File: src/hw/klClockPkg.sv
package klClockPkg;

  // Wishbone word and address widths
  localparam int dataWidth = 8;
  localparam int adrWidth = 4;

  // Low address bits carry the function code or status index
  localparam int funcWidth = 3;

  // Control functions, address bit 3 low, write
  localparam logic [funcWidth-1:0] funcStart = 3'd1;
  localparam logic [funcWidth-1:0] funcSingleStep = 3'd2;
  localparam logic [funcWidth-1:0] funcBurst = 3'd5;
  localparam logic [funcWidth-1:0] funcClrReset = 3'd6;
  localparam logic [funcWidth-1:0] funcSetReset = 3'd7;

  // Register loads, address bit 3 high, write
  localparam logic [funcWidth-1:0] ldBurstLsb = 3'd2;
  localparam logic [funcWidth-1:0] ldBurstMsb = 3'd3;
  localparam logic [funcWidth-1:0] ldRate = 3'd4;
  localparam logic [funcWidth-1:0] ldDisable = 3'd5;

  // Status words, address bit 3 low, read
  localparam logic [funcWidth-1:0] rdBurst = 3'd0;
  localparam logic [funcWidth-1:0] rdStatus = 3'd1;
  localparam logic [funcWidth-1:0] rdConfig = 3'd2;

  // Burst counter, loaded one nibble at a time
  localparam int burstWidth = 8;
  localparam int nibbleWidth = burstWidth / 2;

  // Rate select and microcode time field
  localparam int rateWidth = 2;
  localparam int timeWidth = 2;

  // Rate divider spans up to 2**3 MBOX cycles
  localparam int divWidth = (1 << rateWidth) - 1;

  // One written diagnostic word, seen three ways
  typedef union packed {
    // Burst counter nibble
    struct packed {
      logic [dataWidth-nibbleWidth-1:0] spare;
      logic [nibbleWidth-1:0] value;
    } nib;
    // Processor clock rate
    struct packed {
      logic [dataWidth-rateWidth-1:0] spare;
      logic [rateWidth-1:0] rateSel;
    } rate;
    // Domain clock disables
    struct packed {
      logic [dataWidth-4:0] spare;
      logic crmDis;
      logic edpDis;
      logic ctlDis;
    } dis;
  } diagWord_u;

endpackage

File: src/hw/klClockIf.sv
`timescale 1ns/1ps

// Decoded diagnostic functions, one MBOX cycle wide
interface diagCmdIf;
  logic start;
  logic singleStep;
  logic burst;
  logic clrReset;
  logic setReset;
  logic ldBurstLsb;
  logic ldBurstMsb;
  logic ldRate;
  logic ldDisable;
  // Write data that goes with the load strobes
  klClockPkg::diagWord_u wrWord;

  modport driver (
    output start, singleStep, burst, clrReset, setReset,
    output ldBurstLsb, ldBurstMsb, ldRate, ldDisable, wrWord
  );

  modport receiver (
    input start, singleStep, burst, clrReset, setReset,
    input ldBurstLsb, ldBurstMsb, ldRate, ldDisable, wrWord
  );
endinterface

// Rate and domain-disable configuration
interface clockCfgIf;
  logic [klClockPkg::rateWidth-1:0] rateSel;
  logic crmDis;
  logic edpDis;
  logic ctlDis;

  modport source (output rateSel, crmDis, edpDis, ctlDis);
  modport reader (input rateSel, crmDis, edpDis, ctlDis);
endinterface

// Run state and processor clock status
interface clockStatIf;
  logic running;
  logic bursting;
  logic [klClockPkg::burstWidth-1:0] burstCount;
  logic mrReset;
  logic eboxSync;
  logic eboxClk;

  // Run control owns the run state, watches returned clocks
  modport run (output running, bursting, burstCount, mrReset, input eboxClk);
  // Sync detector owns the processor clock, held off by master reset
  modport sync (output eboxSync, eboxClk, input mrReset);
  modport reader (input running, bursting, burstCount, mrReset, eboxSync, eboxClk);
endinterface

File: src/hw/clockConfigRegs.sv
`timescale 1ns/1ps

module clockConfigRegs (
  input logic MBOX_CLK,
  input logic CLK,
  diagCmdIf.receiver cmd,
  clockCfgIf.source cfg
);

  klClockPkg::diagWord_u loadWord;

  // Data word of the current load cycle
  assign loadWord = cmd.wrWord;

  // Rate select register
  // Low two bits of the word, other bits ignored
  always_ff @(posedge MBOX_CLK or posedge CLK) begin
    if (CLK) begin
      cfg.rateSel <= '0;
    end else if (cmd.ldRate) begin
      cfg.rateSel <= loadWord.rate.rateSel;
    end
  end

  // Domain disable register
  // Bit 0 control, bit 1 data path, bit 2 microcode
  always_ff @(posedge MBOX_CLK or posedge CLK) begin
    if (CLK) begin
      cfg.crmDis <= 1'b0;
      cfg.edpDis <= 1'b0;
      cfg.ctlDis <= 1'b0;
    end else if (cmd.ldDisable) begin
      cfg.crmDis <= loadWord.dis.crmDis;
      cfg.edpDis <= loadWord.dis.edpDis;
      cfg.ctlDis <= loadWord.dis.ctlDis;
    end
  end

endmodule

File: src/hw/diagBusSlave.sv
`timescale 1ns/1ps

module diagBusSlave (
  input  logic MBOX_CLK,
  input  logic CLK,
  input  logic wbCyc,
  input  logic wbStb,
  input  logic wbWe,
  input  logic [klClockPkg::adrWidth-1:0] wbAdr,
  input  logic [klClockPkg::dataWidth-1:0] wbDatW,
  output logic [klClockPkg::dataWidth-1:0] wbDatR,
  output logic wbAck,
  diagCmdIf.driver cmd,
  clockCfgIf.reader cfg,
  clockStatIf.reader stat
);

  logic isLoad;
  logic wrAcc;
  logic [klClockPkg::funcWidth-1:0] funcCode;

  // Bit 3 picks load codes over control codes
  assign isLoad = wbAdr[klClockPkg::adrWidth-1];
  assign funcCode = wbAdr[klClockPkg::funcWidth-1:0];

  // Write takes effect in the ack cycle only
  assign wrAcc = wbAck & wbCyc & wbStb & wbWe;

  // One ack per cycle, then at least one idle cycle
  always_ff @(posedge MBOX_CLK or posedge CLK) begin
    if (CLK) begin
      wbAck <= 1'b0;
    end else begin
      wbAck <= wbCyc & wbStb & ~wbAck;
    end
  end

  assign cmd.wrWord = wbDatW;

  // Function strobe decoder
  always_comb begin
    cmd.start = 1'b0;
    cmd.singleStep = 1'b0;
    cmd.burst = 1'b0;
    cmd.clrReset = 1'b0;
    cmd.setReset = 1'b0;
    cmd.ldBurstLsb = 1'b0;
    cmd.ldBurstMsb = 1'b0;
    cmd.ldRate = 1'b0;
    cmd.ldDisable = 1'b0;
    if (wrAcc && !isLoad) begin
      case (funcCode)
        klClockPkg::funcStart: cmd.start = 1'b1;
        klClockPkg::funcSingleStep: cmd.singleStep = 1'b1;
        klClockPkg::funcBurst: cmd.burst = 1'b1;
        klClockPkg::funcClrReset: cmd.clrReset = 1'b1;
        klClockPkg::funcSetReset: cmd.setReset = 1'b1;
        default: ;
      endcase
    end else if (wrAcc) begin
      case (funcCode)
        klClockPkg::ldBurstLsb: cmd.ldBurstLsb = 1'b1;
        klClockPkg::ldBurstMsb: cmd.ldBurstMsb = 1'b1;
        klClockPkg::ldRate: cmd.ldRate = 1'b1;
        klClockPkg::ldDisable: cmd.ldDisable = 1'b1;
        default: ;
      endcase
    end
  end

  // Status read mux, load addresses read as zero
  always_comb begin
    wbDatR = '0;
    if (!isLoad) begin
      case (funcCode)
        klClockPkg::rdBurst: wbDatR = stat.burstCount;
        klClockPkg::rdStatus: begin
          wbDatR[0] = stat.running;
          wbDatR[1] = stat.bursting;
          wbDatR[2] = stat.mrReset;
          wbDatR[3] = stat.eboxSync;
        end
        klClockPkg::rdConfig: begin
          // Same bit layout as the disable load word
          wbDatR[2:0] = {cfg.crmDis, cfg.edpDis, cfg.ctlDis};
          wbDatR[5:4] = cfg.rateSel;
        end
        default: ;
      endcase
    end
  end

endmodule

File: src/hw/eboxSyncCtl.sv
`timescale 1ns/1ps

module eboxSyncCtl (
  input  logic MBOX_CLK,
  input  logic CLK,
  input  logic tickReq,
  input  logic [klClockPkg::timeWidth-1:0] timeField,
  clockCfgIf.reader cfg,
  clockStatIf.sync stat,
  output logic crmClk,
  output logic edpClk,
  output logic ctlClk
);

  logic pending;
  logic [klClockPkg::timeWidth-1:0] phaseCnt;
  logic phaseMet;

  // Tick requests merge into one pending flag
  // A request in the clock cycle itself is kept for the next clock
  always_ff @(posedge MBOX_CLK or posedge CLK) begin
    if (CLK) begin
      pending <= 1'b0;
    end else begin
      pending <= tickReq | (pending & ~stat.eboxClk);
    end
  end

  // MBOX cycles since the last processor clock, saturating
  always_ff @(posedge MBOX_CLK or posedge CLK) begin
    if (CLK) begin
      phaseCnt <= '0;
    end else if (stat.eboxClk) begin
      phaseCnt <= '0;
    end else if (phaseCnt != '1) begin
      phaseCnt <= phaseCnt + 1'b1;
    end
  end

  // Sync point reached once the microcode time field is met
  assign phaseMet = phaseCnt >= timeField;

  // Sync point, one MBOX cycle ahead of the processor clock
  // Held off by master reset and by the clock cycle itself
  assign stat.eboxSync = pending & phaseMet & ~stat.mrReset & ~stat.eboxClk;

  always_ff @(posedge MBOX_CLK or posedge CLK) begin
    if (CLK) begin
      stat.eboxClk <= 1'b0;
    end else begin
      stat.eboxClk <= stat.eboxSync;
    end
  end

  // Per-domain clock enables
  assign crmClk = stat.eboxClk & ~cfg.crmDis;
  assign edpClk = stat.eboxClk & ~cfg.edpDis;
  assign ctlClk = stat.eboxClk & ~cfg.ctlDis;

endmodule

File: src/hw/klClockTop.sv
`timescale 1ns/1ps

module klClockTop (
  input  logic MBOX_CLK,
  input  logic CLK,
  // Diagnostic bus, Wishbone classic
  input  logic wbCyc,
  input  logic wbStb,
  input  logic wbWe,
  input  logic [klClockPkg::adrWidth-1:0] wbAdr,
  input  logic [klClockPkg::dataWidth-1:0] wbDatW,
  output logic [klClockPkg::dataWidth-1:0] wbDatR,
  output logic wbAck,
  // Microcode time field of the current instruction
  input  logic [klClockPkg::timeWidth-1:0] timeField,
  // Processor clock outputs
  output logic eboxSync,
  output logic eboxClk,
  output logic crmClk,
  output logic edpClk,
  output logic ctlClk,
  output logic mrReset
);

  diagCmdIf cmdBus ();
  clockCfgIf cfgBus ();
  clockStatIf statBus ();

  logic tickReq;

  diagBusSlave slave (
    .MBOX_CLK (MBOX_CLK),
    .CLK      (CLK),
    .wbCyc    (wbCyc),
    .wbStb    (wbStb),
    .wbWe     (wbWe),
    .wbAdr    (wbAdr),
    .wbDatW   (wbDatW),
    .wbDatR   (wbDatR),
    .wbAck    (wbAck),
    .cmd      (cmdBus.driver),
    .cfg      (cfgBus.reader),
    .stat     (statBus.reader)
  );

  clockConfigRegs cfgRegs (
    .MBOX_CLK (MBOX_CLK),
    .CLK      (CLK),
    .cmd      (cmdBus.receiver),
    .cfg      (cfgBus.source)
  );

  runControl runCtl (
    .MBOX_CLK (MBOX_CLK),
    .CLK      (CLK),
    .cmd      (cmdBus.receiver),
    .cfg      (cfgBus.reader),
    .stat     (statBus.run),
    .tickReq  (tickReq)
  );

  eboxSyncCtl syncCtl (
    .MBOX_CLK  (MBOX_CLK),
    .CLK       (CLK),
    .tickReq   (tickReq),
    .timeField (timeField),
    .cfg       (cfgBus.reader),
    .stat      (statBus.sync),
    .crmClk    (crmClk),
    .edpClk    (edpClk),
    .ctlClk    (ctlClk)
  );

  assign eboxSync = statBus.eboxSync;
  assign eboxClk = statBus.eboxClk;
  assign mrReset = statBus.mrReset;

endmodule

File: src/hw/runControl.sv
`timescale 1ns/1ps

module runControl (
  input  logic MBOX_CLK,
  input  logic CLK,
  diagCmdIf.receiver cmd,
  clockCfgIf.reader cfg,
  clockStatIf.run stat,
  output logic tickReq
);

  logic [klClockPkg::divWidth-1:0] divCnt;
  logic [klClockPkg::divWidth-1:0] rateMask;
  logic rateTick;
  logic countNz;
  logic lastCount;
  logic active;
  logic stopAll;

  assign countNz = |stat.burstCount;
  assign lastCount = (stat.burstCount[klClockPkg::burstWidth-1:1] == '0) & stat.burstCount[0];

  // Single step and both reset functions halt run and burst
  assign stopAll = cmd.singleStep | cmd.clrReset | cmd.setReset;

  // Rate divider, restarted by every processor clock
  always_ff @(posedge MBOX_CLK or posedge CLK) begin
    if (CLK) begin
      divCnt <= '0;
    end else if (stat.eboxClk) begin
      divCnt <= '0;
    end else begin
      divCnt <= divCnt + 1'b1;
    end
  end

  // Mask of 2**rateSel - 1
  assign rateMask = ~({klClockPkg::divWidth{1'b1}} << cfg.rateSel);
  assign rateTick = (divCnt & rateMask) == rateMask;

  assign active = stat.running | (stat.bursting & countNz);

  // No rate tick in a processor clock cycle, so a finished burst stops clean
  assign tickReq = cmd.singleStep | (rateTick & active & ~stat.eboxClk);

  // Run, burst and master-reset state
  always_ff @(posedge MBOX_CLK or posedge CLK) begin
    if (CLK) begin
      stat.running <= 1'b0;
      stat.bursting <= 1'b0;
      stat.mrReset <= 1'b1;
    end else begin
      if (cmd.start) begin
        stat.running <= 1'b1;
      end
      // Burst ends on the last returned clock or an emptied count
      if (stat.bursting && (!countNz || (stat.eboxClk && lastCount))) begin
        stat.bursting <= 1'b0;
      end
      if (cmd.burst && countNz) begin
        stat.bursting <= 1'b1;
      end
      if (stopAll) begin
        stat.running <= 1'b0;
        stat.bursting <= 1'b0;
      end
      if (cmd.clrReset) begin
        stat.mrReset <= 1'b0;
      end
      if (cmd.setReset) begin
        stat.mrReset <= 1'b1;
      end
    end
  end

  // Burst counter
  // Nibble loads win over the countdown
  always_ff @(posedge MBOX_CLK or posedge CLK) begin
    if (CLK) begin
      stat.burstCount <= '0;
    end else if (cmd.ldBurstLsb) begin
      stat.burstCount[klClockPkg::nibbleWidth-1:0] <= cmd.wrWord.nib.value;
    end else if (cmd.ldBurstMsb) begin
      stat.burstCount[klClockPkg::burstWidth-1:klClockPkg::nibbleWidth] <=
        cmd.wrWord.nib.value;
    end else if (stat.bursting && stat.eboxClk && countNz) begin
      stat.burstCount <= stat.burstCount - 1'b1;
    end
  end

endmodule

File: config.mk
export PLATFORM = sky130hd
export DESIGN_NAME = klClockTop
export DESIGN_NICKNAME = d
export VERILOG_FILES = /design/src/hw/klClockPkg.sv /design/src/hw/klClockIf.sv /design/src/hw/clockConfigRegs.sv /design/src/hw/diagBusSlave.sv /design/src/hw/eboxSyncCtl.sv /design/src/hw/klClockTop.sv /design/src/hw/runControl.sv
export SDC_FILE = /design/constraint.sdc
export NUM_CORES = 1
export LEC_CHECK = 0
export BUFFER_PORTS_ARGS = -buffer_cell sky130_fd_sc_hd__buf_2
export CORE_ASPECT_RATIO = 1.2
export CORE_UTILIZATION = 50
export DETAILED_ROUTE_END_ITERATION = 10
export GPL_TIMING_DRIVEN = 0
export PLACE_DENSITY = 0.82
export SYNTH_ARGS = -nofsm -noshare
export SYNTH_HDL_FRONTEND = slang
export SYNTH_SLANG_ARGS = --single-unit
export TNS_END_PERCENT = 1
File: constraint.sdc
create_clock -name MBOX_CLK -period 3.08 [get_ports MBOX_CLK]
set_input_delay 0.154 -clock MBOX_CLK [delete_from_list [all_inputs] [get_ports MBOX_CLK]]
set_output_delay 0.154 -clock MBOX_CLK [all_outputs]
set_load 0.005 [all_outputs]
# Word-level counts from Yosys, hierarchy flattened
# Index checks and enable logic that the tools add are counted.
op_classes:
  addsub: 3
  order_cmp: 1
  n_eq_ne: 10
  shifts: 1
  muxes: 39
  n_bitwise: 30
  n_reduce_logical: 20
op_table:
  columns: ["operator", "count"]
  rows:
  - ["$mux W1", 27]
  - ["$and A1 B1 Y1", 16]
  - ["$mux W8", 2]
  - ["$eq A3 B3 Y1 const B", 4]
  - ["$mux W4", 3]
  - ["$reduce_bool A2 Y1", 5]
  - ["$pmux W3 S3", 1]
  - ["$reduce_or A8 Y1", 1]
  - ["$sub A8 B1 Y8 const B", 1]
  - ["$logic_not A7 Y1", 1]
  - ["$not A1 Y1", 7]
  - ["$eq A3 B2 Y1 const B", 2]
  - ["$logic_and A1 B1 Y1", 6]
  - ["$mux W2", 3]
  - ["$or A1 B1 Y1", 5]
  - ["$pmux W2 S2", 1]
  - ["$reduce_and A2 Y1", 2]
  - ["$add A3 B1 Y3 const B", 1]
  - ["$and A3 B3 Y3", 1]
  - ["$eq A3 B1 Y1 const B", 1]
  - ["$eq A3 B3 Y1", 1]
  - ["$logic_not A3 Y1", 1]
  - ["$mux W3", 1]
  - ["$not A3 Y3", 1]
  - ["other kinds (9)", 10]
word_totals:
  reg_bits: 24
  input_bits: 19
  elab_cells: 118

# Depth between registers and ports, before layout
logic_depth:
  depth_word: 8
  mapped_depth: 7

# By module
# Synthesis repeated with hierarchy kept, for this count alone.
hier_totals:
  cells_unflattened: 182
  area_unflattened_um2: 1684.1
by_module_without_submodules:
  columns: ["module", "instances", "cells_each", "area_per_inst_um2", "seq_area_each_um2"]
  rows:
  - ["runControl", 1, 95, 878.3, 351.6]
  - ["diagBusSlave", 1, 54, 374.1, 25.0]
  - ["eboxSyncCtl", 1, 22, 246.5, 100.1]
  - ["clockConfigRegs", 1, 11, 185.2, 125.1]

# Least setup slack after synthesis
# No wires, ideal clock.
synth_timing:
  kind: "flip-flop to flip-flop"
  start: "register runCtl.stat.burstCount[3]"
  end: "register runCtl.stat.burstCount[7]"
  setup_time_ns: 0.096
  t_arrival_ns: 1.720
  t_required_ns: 2.984
  slack_ns: 1.265
  path_stages_with_launch: 7
  n_path_buf: 1
  cell_sequence: "dfrtp_1 > buf_6 > or4_1 > a311o_1 > o31ai_2 > a21oi_1 > a311oi_2"
synth_via:
  elab_chain_len: 4
synth_lines:
  columns: ["item", "line_no", "rtl"]
  rows:
  - ["start: declaration", "klClockIf.sv:49", "modport run (output running, bursting, burstCount, mrReset, input eboxClk);"]
  - ["start signal: indexed assignment", "runControl.sv:82", "stat.burstCount[klClockPkg::nibbleWidth-1:0] <= cmd.wrWord.nib.value;"]
  - ["start signal: indexed assignment", "runControl.sv:84", "stat.burstCount[klClockPkg::burstWidth-1:klClockPkg::nibbleWidth] <="]
  - ["start signal: assignment", "runControl.sv:87", "stat.burstCount <= stat.burstCount - 1'b1;"]
  - ["branches (longest 4 deep; another with $sub A8 B1 Y8)", null, null]
# Parallel ways; which one is timed is not known. The select of a mux whose other input is x is not followed.
# A chain may end at the register's enable or synchronous reset.

# Final worst setup path
layout_timing:
  start: "register syncCtl.phaseCnt[0] in the netlist's numbering"
  end: "output port wbDatR[3] in the netlist's numbering"
layout_via:
  elab_chain_len: 6
layout_lines:
  columns: ["item", "line_no", "rtl"]
  rows:
  - ["start: declaration", "eboxSyncCtl.sv:16", "logic [klClockPkg::timeWidth-1:0] phaseCnt;"]
  - ["start signal: assignment", "eboxSyncCtl.sv:36", "phaseCnt <= phaseCnt + 1'b1;"]
  - ["$ge A2 B2 Y1", "eboxSyncCtl.sv:41", "assign phaseMet = phaseCnt >= timeField;"]
  - ["$and A1 B1 Y1 (3 in a row)", "eboxSyncCtl.sv:45", "assign stat.eboxSync = pending & phaseMet & ~stat.mrReset & ~stat.eboxClk;"]
  - ["$pmux W1 S2", "diagBusSlave.sv:75", "case (funcCode)"]
  - ["$mux W8", "diagBusSlave.sv:74", "if (!isLoad) begin"]
  - ["end: declaration", "klClockTop.sv:12", "output logic [klClockPkg::dataWidth-1:0] wbDatR,"]
# Every way passes these cells.

==> impl_metrics.toml <==
[outcome]
outcome = "finished clean"

[critical_path]
path_cells = "inv_1 > ha_1 > nand2b_1 > a21oi_1 > nor3_1 > mux2i_1 > nor4_1 > buf_2"
crit_family = "simple AND/OR/NAND/NOR gates"
crit_arrival_ns = 2.02
path_buf_inv = 2
start_kind = "register"
crit_type = "register to output pin"
startpoint = "syncCtl.phaseCnt[0]$_DFFE_PP0P_"
slowest_delay_ns = 0.41
worstPathMaxFanout = 3
rr_startpoint = "runCtl.stat.burstCount[3]$_DFFE_PP0P_"
cp_slowest_cell = "dfrtp_1"
crit_required_ns = 2.93
end_kind = "output pin"

[final_layout]
fin_nets = 226
instances_no_fill = 234
fill_cells = 259
diodes = 0
drive_above_1_share = 0.255
areaGrowthSynthToFinish_pct = 14.5

[flow_run]
maxCapViolCount = 0

[floorplanning]
pin_count = 34
die-area_um2 = 3320
die_w_um = 52.8
start_util = 0.540
fp-row-count = 21
core-area_um2 = 2860
die_height_um = 62.9

[placement]
dp_cells = 230
dp_hpwl_um = 2600
preCtsSetupSlack_ns = 1.13
port_buffers = 29
gp_congestion = 0.912

[global_route]
antenna_found_initial = 0
grt-ovfl-total = 0
grt_pass1_wl_um = 5950
track_usage = 0.236
grt_pass1_vias = 1386
grt_max_degree = 25

[power_and_ir_drop]
swShare = 0.373
switchingPower_mw = 0.416
power_density_nw_per_um2 = 630
seqPwrFrac = 0.439
p_int_mw = 0.698
p_comb_frac = 0.408
power_frac_clock = 0.153
power_mw = 1.11
ir_drop_mv = 0.340
leakagePower_nw = 0.846

[synth]
yosysSeqAreaShare = 0.389
synth-edff-count = 0
syn_area_per_cell_um2 = 9.26
syn-cell-area_um2 = 1550
synth-seq-cells = 24
ys.flop_type = "dfrtp_1"
synth_warnings = 0
synth.distinct_cells = 49
async_flop_share = 1.00
syn-num-nets = 192
synthCells = 167

[sta]
fmax_mhz = 460
worst_clock_skew_ns = 0.00226
fin_tns_setup_ns = 0
slew_headroom = 0.393
period_needed_ns = 2.17
slew_viol_final = 0
rsz0062_at_grt = "no"
tightest_slew_ns = 0.910
fin_crit_sh = 0.705
hold_viol = 0
timing.final.ws_setup_ns = 0.908
setup_viol = 0

[cts]
cts_buffer_depth = 2
cts_setup_buffers = 0
clk_pin_slew_worst_paths_ns = 0.13
cts.sinks = 24
h-tree-depth = 1
cts_buffers = 3
root_buffer = "clkbuf_4"
cts-resized-gates = 0
cts_tree = "built"
clk_latency_ns = 0.32
postCtsHoldBufs = 0

[detailed_routing]
drc = 0
vias = 1410
first_pass_iters = 4
wl_per_cell_um = 15.1
viasPerCell = 6.03
ant_nets = 0
wl_um = 3520
drt_iter0_drc = 51

[worst_hold_path]
hold_class = "primary input to async pin"
==> final timing paths <==
kind	cells after the start	slack, ns	end
min	2	0.009	runCtl.divCnt[0]$_DFF_PP0_
max reg2reg	6	1.04	runCtl.stat.burstCount[7]$_DFFE_PP0P_
max in group asynchronous	2	2.52	cfgRegs.cfg.crmDis$_DFFE_PP0P_
min reg2reg	1	0.45	slave.wbAck$_DFF_PP0_
min in group MBOX_CLK	3	0.04	slave.wbAck$_DFF_PP0_
max	8	0.91	wbDatR[3]
==> cell usage in the layout (no fill, tap or decap), drive strengths merged, types with 2 or more instances in the layout <==
cell,instances
buf,33
dfrtp,23
nor2,22
nand2,12
a21oi,12
inv,10
clkbuf,9
mux2i,8
ha,6
o21ai,5
mux2,5
nor3,5
nor2b,4
nand3,3
o31ai,3
and2,3
nor3b,2
nand3b,2
nand4b,2
o41ai,2
xnor2,2
a211oi,2
a311o,2
o32ai,2
or4,2
or3,2
nand2b,2
==> through the flow <==
step	utilization	hold slack, ns	area, um2
3_3_place_gp	0.606	0.376	1730
4_1_cts	0.618	0.0374	1770
3_5_place_dp	0.606	0.389	1730
2_1_floorplan	-	0.168	1550
5_1_grt	0.618	0.0323	1770
6_report	0.618	0.00881	1770
==> final cells by class <==
type,instances,area (um2),share of cell area
plain buffers,9,63.8,0.0360
flip-flops and latches,24,602,0.340
repair buffers,29,145,0.0820
clock buffers,4,36.3,0.0205
multi-input cells,124,843,0.476
well taps,34,42.5,0.0240
inverters,10,37.5,0.0212
==> power by group through the flow <==
stage,clock [mW],sequential [mW],combinational (mW)
after CTS,0.171,0.488,0.463
after global placement,0,0.489,0.437
final,0.170,0.489,0.455
after global routing,0.186,0.504,0.520
after detailed placement,0,0.494,0.454
after floorplan,0,0.469,0.339
==> cell families after synthesis <==
| logic type | synth area share |
|---|---|
| flip-flops | 0.389 |
| AO/OA/AOI/OAI | 0.168 |
| AND/OR/NAND/NOR | 0.223 |
| multiplexers | 0.0882 |
| buffers and inverters | 0.0655 |
| adder cells (fa/ha/maj) | 0.0485 |
| XOR/XNOR | 0.0170 |
==> metal layers <==
metal  part of all wire  GRT usage  routed length [um]
met4              0.020     0.0855                  71
met5                  0          0                   0
met1               0.43      0.291                1530
met3              0.053     0.0389                 185
met2               0.49      0.402                1730
==> Yosys cell counts (all sizes together) (4+ instances only) <==
| cell type | number | area [um2] |
|---|---|---|
| a21oi | 12 | 60.1 |
| buf | 4 | 30.0 |
| clkbuf | 5 | 33.8 |
| dfrtp | 23 | 576 |
| ha | 6 | 75.1 |
| inv | 10 | 37.5 |
| mux2 | 5 | 56.3 |
| mux2i | 8 | 80.1 |
| nand2 | 12 | 45.0 |
| nor2 | 22 | 82.6 |
| nor2b | 4 | 25.0 |
| nor3 | 5 | 30.0 |
| o21ai | 5 | 25.0 |
==> state kept, by name (all words and copies together) (netlist names), 2 cells and up <==
| name | cells |
|---|---|
| cfgRegs.cfg.rateSel | 2 |
| runCtl.divCnt | 3 |
| runCtl.stat.burstCount | 8 |
| syncCtl.phaseCnt | 2 |
Power figures use the tool's default switching activity.
